File: src/verilog/keypad_pkg.sv
package keypad_pkg;

  // 4x4 matrix keypad
  localparam int unsigned num_rows = 4;
  localparam int unsigned num_cols = 4;
  localparam int unsigned col_idx_w = $clog2(num_cols); // Column counter width

  // Identical full scans needed to accept a press or a release
  localparam int unsigned debounce_scans = 3;
  localparam int unsigned debounce_w = $clog2(debounce_scans + 1);
  localparam logic [debounce_w-1:0] debounce_max = debounce_w'(debounce_scans);

  // One-hot row and column, row 0 and column 0 in the top bit
  typedef struct packed {
    logic [num_rows-1:0] row;
    logic [num_cols-1:0] col;
  } key_code_t;

  // Inactive keys
  localparam key_code_t key_1 = '{row: 4'b1000, col: 4'b1000}; // R0 C0
  localparam key_code_t key_a = '{row: 4'b1000, col: 4'b0001}; // R0 C3
  localparam key_code_t key_b = '{row: 4'b0100, col: 4'b0001}; // R1 C3
  localparam key_code_t key_d = '{row: 4'b0001, col: 4'b0001}; // R3 C3

  // Letter keys with four letters
  localparam key_code_t key_7 = '{row: 4'b0010, col: 4'b1000}; // R2 C0, PQRS
  localparam key_code_t key_9 = '{row: 4'b0010, col: 4'b0010}; // R2 C2, WXYZ

  // Control keys
  localparam key_code_t submit_letter_key = '{row: 4'b0001, col: 4'b1000}; // R3 C0, '*'
  localparam key_code_t clear_key         = '{row: 4'b0001, col: 4'b0100}; // R3 C1, '0'
  localparam key_code_t submit_word_key   = '{row: 4'b0001, col: 4'b0010}; // R3 C2, '#'
  localparam key_code_t game_end_key      = '{row: 4'b0010, col: 4'b0001}; // R2 C3, 'C'

  // Tap position within the letter set of a key
  typedef enum logic [2:0] {
    init = 3'd0, // No letter in progress
    s0   = 3'd1, // First letter
    s1   = 3'd2,
    s2   = 3'd3,
    s3   = 3'd4, // Only for keys 7 and 9
    done = 3'd5  // Letter confirmed
  } tap_state_t;

endpackage

File: src/verilog/text_pkg.sv
package text_pkg;

  // One character, upper-case ASCII
  typedef logic [7:0] ascii_t;

  // Word buffer capacity in letters
  localparam int unsigned word_len = 5;
  localparam int unsigned count_w = $clog2(word_len + 1); // Holds 0 to word_len
  localparam logic [count_w-1:0] word_full = count_w'(word_len);

  // Confirmed letters, slot 0 holds the first letter
  typedef struct packed {
    ascii_t [word_len-1:0] chars;
    logic [count_w-1:0]    count; // Letters stored
  } word_t;

endpackage

File: src/verilog/keypad_scanner.sv
`timescale 1ns/1ps

module keypad_scanner import keypad_pkg::*; (
  input  logic                clk,
  input  logic                nRst,
  input  logic [num_rows-1:0] rows,   // Active-high row returns
  output logic [num_cols-1:0] cols,   // One-hot column select
  output logic                strobe, // One pulse per accepted press
  output key_code_t           key     // Valid while strobe is high
);
  logic [col_idx_w-1:0] col_idx;
  logic                 scan_end; // Last column of a full scan

  // Key gathered over the current scan
  key_code_t acc, acc_next;
  logic      acc_valid, acc_valid_next;
  logic      acc_multi, acc_multi_next; // More than one key seen

  key_code_t             scan_key;   // Result of a complete scan, 0 if none
  key_code_t             last_scan;
  logic [debounce_w-1:0] match_cnt, match_cnt_next;
  logic                  stable;     // Enough identical scans in a row
  logic                  pressed;    // A press has been reported
  logic                  press_fire;

  // Column 0 sits in the top bit
  assign cols = {1'b1, {(num_cols - 1){1'b0}}} >> col_idx;
  assign scan_end = (col_idx == col_idx_w'(num_cols - 1));

  always_comb begin
    acc_next = acc;
    acc_valid_next = acc_valid;
    acc_multi_next = acc_multi;
    if (rows != '0) begin
      if (acc_valid || !$onehot(rows)) begin
        acc_multi_next = 1'b1; // Two keys at once count as none
      end else begin
        acc_next.row = rows;
        acc_next.col = cols;
        acc_valid_next = 1'b1;
      end
    end
    scan_key = (acc_valid_next && !acc_multi_next) ? acc_next : '0;

    // Count identical scans, saturating at the threshold
    if (scan_key == last_scan)
      match_cnt_next = (match_cnt == debounce_max) ? match_cnt : match_cnt + 1'b1;
    else
      match_cnt_next = debounce_w'(1);
    stable = (match_cnt_next == debounce_max);
  end

  assign press_fire = scan_end && stable && (scan_key != '0) && !pressed;

  always_ff @(posedge clk, negedge nRst) begin
    if (!nRst) begin
      col_idx   <= '0;
      acc       <= '0;
      acc_valid <= 1'b0;
      acc_multi <= 1'b0;
      last_scan <= '0;
      match_cnt <= '0;
      pressed   <= 1'b0;
      strobe    <= 1'b0;
    end else begin
      col_idx <= col_idx + 1'b1; // Wraps after the last column
      strobe  <= press_fire;
      if (scan_end) begin
        acc       <= '0; // Fresh start for the next scan
        acc_valid <= 1'b0;
        acc_multi <= 1'b0;
        last_scan <= scan_key;
        match_cnt <= match_cnt_next;
        if (press_fire)
          pressed <= 1'b1;
        else if (stable && scan_key == '0)
          pressed <= 1'b0; // Debounced release
      end else begin
        acc       <= acc_next;
        acc_valid <= acc_valid_next;
        acc_multi <= acc_multi_next;
      end
    end
  end

  // Key code held until the next press
  always_ff @(posedge clk) begin
    if (press_fire)
      key <= scan_key;
  end

endmodule

File: src/verilog/ascii_encoder.sv
`timescale 1ns/1ps

module ascii_encoder import keypad_pkg::*, text_pkg::*; (
  input  logic [num_rows-1:0] row,
  input  logic [num_cols-1:0] col,
  input  tap_state_t          tap,
  output ascii_t              ascii_character // 0 when there is no letter
);
  key_code_t  code;
  ascii_t     base;     // First letter of the set
  logic       four;     // Set has four letters
  logic [1:0] offset;   // Position within the set
  logic       in_range;

  assign code = '{row: row, col: col};

  // Phone letter sets, 2 ABC through 9 WXYZ
  always_comb begin
    base = '0;
    four = 1'b0;
    case (code)
      8'b1000_0100: base = "A"; // Key 2
      8'b1000_0010: base = "D"; // Key 3
      8'b0100_1000: base = "G"; // Key 4
      8'b0100_0100: base = "J"; // Key 5
      8'b0100_0010: base = "M"; // Key 6
      key_7: begin
        base = "P";
        four = 1'b1;
      end
      8'b0010_0100: base = "T"; // Key 8
      key_9: begin
        base = "W";
        four = 1'b1;
      end
      default: base = '0; // Controls and inactive keys
    endcase
  end

  always_comb begin
    offset = 2'd0;
    in_range = 1'b1;
    case (tap)
      s0: offset = 2'd0;
      s1: offset = 2'd1;
      s2: offset = 2'd2;
      s3: begin
        offset = 2'd3;
        in_range = four; // Fourth letter on 7 and 9 only
      end
      default: in_range = 1'b0; // No letter in init or done
    endcase
  end

  assign ascii_character = (base != '0 && in_range) ? base + ascii_t'(offset) : '0;

endmodule

File: src/verilog/keypad_fsm.sv
`timescale 1ns/1ps

module keypad_fsm import keypad_pkg::*, text_pkg::*; (
  input  logic      clk,
  input  logic      nRst,
  input  logic      strobe,      // One pulse per key press
  input  key_code_t cur_key,     // Row and column of the press
  output logic      ready,       // Letter confirmed, high in done
  output logic      game_end,    // Game end key pulse
  output logic      invalid_key, // Inactive key pulse
  output ascii_t    data         // Letter preview
);
  tap_state_t state, next_state;
  key_code_t  prev_key;         // Last key that was not inactive
  logic       unlocked;         // prev_key may be matched
  logic       next_unlocked;
  ascii_t     letter, next_data;

  logic is_inactive;
  logic is_cancel;
  logic is_submit;
  logic is_repeat;
  logic is_four;

  // Letter for the tap state being entered
  ascii_encoder encoder (
    .row             (cur_key.row),
    .col             (cur_key.col),
    .tap             (next_state),
    .ascii_character (letter)
  );

  assign is_inactive = (cur_key == key_1) || (cur_key == key_a) || (cur_key == key_b) ||
                       (cur_key == key_d) || (cur_key == submit_word_key);
  assign is_cancel = (cur_key == clear_key) || (cur_key == game_end_key);
  assign is_submit = (cur_key == submit_letter_key);
  assign is_repeat = unlocked && (prev_key == cur_key); // Same key again
  assign is_four   = (cur_key == key_7) || (cur_key == key_9);

  // Pulses in the strobe cycle
  assign invalid_key = strobe && is_inactive;
  assign game_end    = strobe && (cur_key == game_end_key);

  always_comb begin
    next_state = state;
    next_data = data;
    next_unlocked = unlocked;
    if (strobe) begin
      if (is_inactive) begin
        next_unlocked = 1'b0; // Next letter press starts over
      end else begin
        next_unlocked = 1'b1;
        if (is_cancel) begin
          // Clear and game end drop the letter in progress
          next_state = init;
          next_data = '0;
        end else if (is_submit) begin
          if (state == done) begin
            next_state = init; // Second submit closes the letter
            next_data = '0;
          end else if (state != init) begin
            next_state = done; // Data already holds the letter
          end
        end else begin
          if (is_repeat) begin
            case (state)
              s0:      next_state = s1;
              s1:      next_state = s2;
              s2:      next_state = is_four ? s3 : s0;
              default: next_state = s0; // s3 wraps
            endcase
          end else begin
            next_state = s0; // New letter set
          end
          next_data = letter;
        end
      end
    end
  end

  always_ff @(posedge clk, negedge nRst) begin
    if (!nRst) begin
      state    <= init;
      ready    <= 1'b0;
      data     <= '0;
      unlocked <= 1'b0;
      prev_key <= '0;
    end else begin
      state    <= next_state;
      ready    <= (next_state == done);
      data     <= next_data;
      unlocked <= next_unlocked;
      if (strobe && !is_inactive)
        prev_key <= cur_key; // Inactive keys leave the letter key in place
    end
  end

endmodule

File: src/verilog/word_builder.sv
`timescale 1ns/1ps

module word_builder import text_pkg::*; (
  input  logic   clk,
  input  logic   nRst,
  input  logic   ready,    // Letter confirmed level
  input  ascii_t letter,   // Letter to store
  input  logic   game_end, // Empties the word
  output word_t  word
);
  logic ready_q; // Ready one cycle back
  logic ready_rise;
  logic has_room;

  assign ready_rise = ready && !ready_q;
  assign has_room   = (word.count < word_full);

  always_ff @(posedge clk, negedge nRst) begin
    if (!nRst) begin
      ready_q <= 1'b0;
    end else begin
      ready_q <= ready;
    end
  end

  // Game end wins over an append in the same cycle
  always_ff @(posedge clk, negedge nRst) begin
    if (!nRst) begin
      word <= '0;
    end else if (game_end) begin
      word <= '0;
    end else if (ready_rise && has_room) begin
      word.chars[word.count] <= letter; // Next free slot
      word.count <= word.count + 1'b1;
    end
  end

endmodule

File: src/verilog/keypad_text_top.sv
`timescale 1ns/1ps

module keypad_text_top import keypad_pkg::*, text_pkg::*; (
  input  logic                clk,
  input  logic                nRst,
  input  logic [num_rows-1:0] rows,        // Keypad row returns
  output logic [num_cols-1:0] cols,        // Keypad column drive
  output ascii_t              data,        // Letter preview
  output logic                ready,       // Letter confirmed
  output logic                game_end,
  output logic                invalid_key,
  output word_t               word         // Confirmed letters
);
  logic      strobe;
  key_code_t key;

  // Matrix scan and debounce
  keypad_scanner scanner (
    .clk    (clk),
    .nRst   (nRst),
    .rows   (rows),
    .cols   (cols),
    .strobe (strobe),
    .key    (key)
  );

  // Multi-tap letter selection
  keypad_fsm fsm (
    .clk         (clk),
    .nRst        (nRst),
    .strobe      (strobe),
    .cur_key     (key),
    .ready       (ready),
    .game_end    (game_end),
    .invalid_key (invalid_key),
    .data        (data)
  );

  // Word collection
  word_builder builder (
    .clk      (clk),
    .nRst     (nRst),
    .ready    (ready),
    .letter   (data),
    .game_end (game_end),
    .word     (word)
  );

endmodule

File: config.mk
export PLATFORM = sky130hd
export DESIGN_NAME = keypad_text_top
export DESIGN_NICKNAME = d
export VERILOG_FILES = /design/src/verilog/keypad_pkg.sv /design/src/verilog/text_pkg.sv /design/src/verilog/keypad_scanner.sv /design/src/verilog/ascii_encoder.sv /design/src/verilog/keypad_fsm.sv /design/src/verilog/word_builder.sv /design/src/verilog/keypad_text_top.sv
export SDC_FILE = /design/constraint.sdc
export NUM_CORES = 1
export LEC_CHECK = 0
export ABC_CLOCK_PERIOD_IN_PS = 5300
export BUFFER_PORTS_ARGS = -buffer_cell sky130_fd_sc_hd__buf_2
export CORE_MARGIN = 5
export CORE_UTILIZATION = 25
export DETAILED_ROUTE_END_ITERATION = 8
export GPL_TIMING_DRIVEN = 0
export PLACE_DENSITY = 0.5
export SLEW_MARGIN = 25
export SYNTH_ARGS = -nofsm -noshare
export SYNTH_HDL_FRONTEND = slang
export SYNTH_SLANG_ARGS = --single-unit
File: constraint.sdc
create_clock -name clk -period 5.3 [get_ports clk]
set_clock_uncertainty 0.05 [all_clocks]
set_input_delay 0.265 -clock clk [delete_from_list [all_inputs] [get_ports clk]]
set_output_delay 0.265 -clock clk [all_outputs]
set_load 0.05 [all_outputs]
==> impl_results.md <==
* Post-synth EDFFs at 8
* Initial DRC count at 189
* Max Clk Rate at 245 MHz
* P_leak at 0.00276 uW
* Seq/Total Area, Yosys at 49.6%
* Drt first pass iters at 4
* Core area at 0.0186 mm^2
* Worst setup EP type: flop
* Clock Latency Late Sink at 0.35 ns
* Clock sink total at 91
* Worst Setup Start Kind: input port
* DR WL/cell at 14.2 um
* PostCTS Resize Cnt at 0
* Max FO, Critical Path at 10
* Period utilisation layout at 76.9%
* WP data arrival at 4.07 ns
* Number of global-route vias before repair at 3,752
* Main synth FF type: dfrtp_1
* Reg2reg end: fsm.data[2]
* Leading area contributor after synthesis: dfrtp_1
* Max incr delay on CP at 0.72 ns
* Post-synth ARST share at 91.2%
* # hold bufs at CTS at 1
* Run status: finished, final reports clean
* Peak VDD IR at 0.152 mV
* Largest net degree at the start of global routing at 61
* Pins over their slew limit at 0
* Hold endpoint: scanner.acc[5]
* Hold Path Origin: rows[1]
* Yosys reg bits at 91
* Period minus WS final at 4.07 ns
* Fillers at 1,921
* Number of port buffers at 57
* Top Ports at 64
* Area grow syn2layout at 20.4%
* Clk root buf: clkbuf_16
* Total GRT Usage at 10.8%
* CTS tree: yes
* Reg clk slew, reported paths at 0.06 ns
* Relative slew slack at 43.1%
* RSZ-0062 raised after global routing: no
* Cell Pwr Density at 280 mW/mm^2
* Most frequent cells in the layout: dfrtp_1 (83), nand2_1 (68), buf_2 (58)
* DRT antenna net count at 0
* Most common cell after layout, fill and taps aside: dfrtp_1
* Die width at 147 um
* Remaining global-route overflow at 0
* Chip height at 147 um
* Kind of critical path: in -> reg
* Gpl congestion at 0.788
* Global-route wire length before repair at 19,300 um
* R2R cell count at 11
* Setup violators final at 0
* Min-Delay Path Depth at 3
* ANT cells at 0
* Row cnt at 50
* Worst-Margin Slew at 0.850 ns
* CTS max path bufs at 2
* Initial antenna violation count at 0
* Initial Utilization at 25.2%
* Yosys warns at 0
* Post-placement setup slack at 0.809 ns
* H-tree Lvls at 3
* Share of the synthesized area in the top cell type at 44.4%
* Final Hold Viols at 0
* Setup slack after layout at 1.23 ns
* Mapped Cells at 480
* Setup repair bufs after CTS at 0
* Post-Syn Area at 0.00467 mm^2
* Clock buffer count from CTS at 9
* Critical Path Slowest Stage Cell: nor4b_2
* Via density at 4.66
* Synth area leaders: dfrtp_1 (44%), nand2_1 (5.5%), edfxtp_1 (5.1%)
* Via count at 3,707
* R2r startpoint: scanner.key[5]
* Worst hold-check path type: in -> reg
* Drt total wl at 11,300 um
* Count of different cell masters after synthesis at 57
* Syn avg cell area at 9.74 um^2
* Cell chain of the critical path: buf_2 > inv_1 > ha_1 > ha_1 > fa_1 > nor4b_2 > clkbuf_1 > a32oi_1 > xnor2_1 > nor4_1 > nand2_1 > nor4_2 > buf_2
* MaxCap Viol Count at 0
* Hpwl dp at 8310 um
* Nets at 576
* Worst R2R Setup Slack at 1.79 ns
* Required time of the worst setup path at 5.30 ns
* Setup TNS at 0 ns
* Die area at 0.0215 mm^2
* # DRC at 0
* Share of cells above drive strength 1 at 17.1%
## critical path: cells and delay by family
family / cells / cell delay, ns
fa+ha+maj: 3 / 0.96
buf+inv: 4 / 0.86
xor+xnor: 1 / 0.19
compound gates: 1 / 0.28
simple gates: 4 / 1.51
## area by class of cell
class,instances,area [um^2],share of cell area (%)
Buffer,32,159,2.82
Clock buffer,10,229,4.07
Clock inverter,6,73.8,1.31
Inverter,15,56.3,1.00
Multi-Input combinational cell,347,2170,38.5
Sequential cell,91,2320,41.2
Tap cell,234,293,5.20
Timing Repair Buffer,60,334,5.94
## power breakdown
part | internal (uW) | leakage, uW | switching (uW)
Combinational | 63.3 | 0.00141 | 94.1
Clock | 371 | 0.000147 | 281
Sequential | 739 | 0.00121 | 28.3
## state kept, by name, indices dropped and copies added (netlist names)
name	count
scanner.strobe	1
fsm.prev_key	8
scanner.acc_multi	1
scanner.acc_valid	1
scanner.last_scan	8
scanner.key	8
scanner.acc	8
fsm.state	3
builder.word	38
scanner.col_idx	2
fsm.ready	1
fsm.data	7
scanner.match_cnt	2
scanner.pressed	1
builder.ready_q	1
fsm.unlocked	1
## kinds of logic after synthesis
kind of cell,Yosys count,synth area share (%)
flops,91,49.6
buf+inv,47,4.60
xor+xnor,24,4.50
other cells,1,0.0802
mux,23,4.98
compound gates,87,12.3
fa+ha+maj,14,4.07
simple gates,193,19.9
## worst max-delay path by stage
stage | startpoint | to | slack [ns] | cells after the start
floorplan | rows[2] | scanner.key[0] | 1.13 | 11
global placement | rows[0] | scanner.key[5] | 0.10 | 12
detailed placement | rows[0] | scanner.key[6] | 0.81 | 13
CTS | rows[0] | scanner.key[1] | 1.18 | 13
global route | rows[0] | scanner.key[1] | 0.82 | 13
finish | rows[3] | scanner.key[1] | 1.23 | 13
## per-stage QoR
| stage | utilization, % | hold slack (ns) | cell area (um^2) | power (uW) | instances |
|---|---|---|---|---|---|
| 2_1_floorplan | - | -0.0806 | 4690 | 890 | 485 |
| 3_3_place_gp | 28.4 | 0.380 | 5270 | 931 | 776 |
| 3_5_place_dp | 28.6 | 0.0968 | 5320 | 940 | 778 |
| 4_1_cts | 30.3 | 0.140 | 5630 | 1600 | 795 |
| 5_1_grt | 30.3 | 0.167 | 5630 | 1650 | 795 |
| 6_report | 30.3 | 0.157 | 5630 | 1580 | 795 |
## cell usage after synthesis, types with 4 or more instances
master    instances
dfrtp_1          83
nand2_1          68
nor2_1           50
a21oi_1          38
mux2i_1          21
nand3_1          21
clkbuf_1         20
xnor2_1          20
inv_1            15
ha_1             12
nor2b_1          12
o21ai_0          11
nor4_1           10
a32oi_1           8
edfxtp_1          8
nand2b_1          7
buf_4             6
a31oi_1           4
nor3_1            4
xor2_1            4
## layer usage
layer	vias up	track usage (%)	part of all wire, %
li1	1808	-	-
met1	1811	14.4	47
met2	78	17.6	48
met3	10	2.84	4.2
met4	0	2.63	0.85
met5	-	0	0
(Power assumes the default switching activity.)
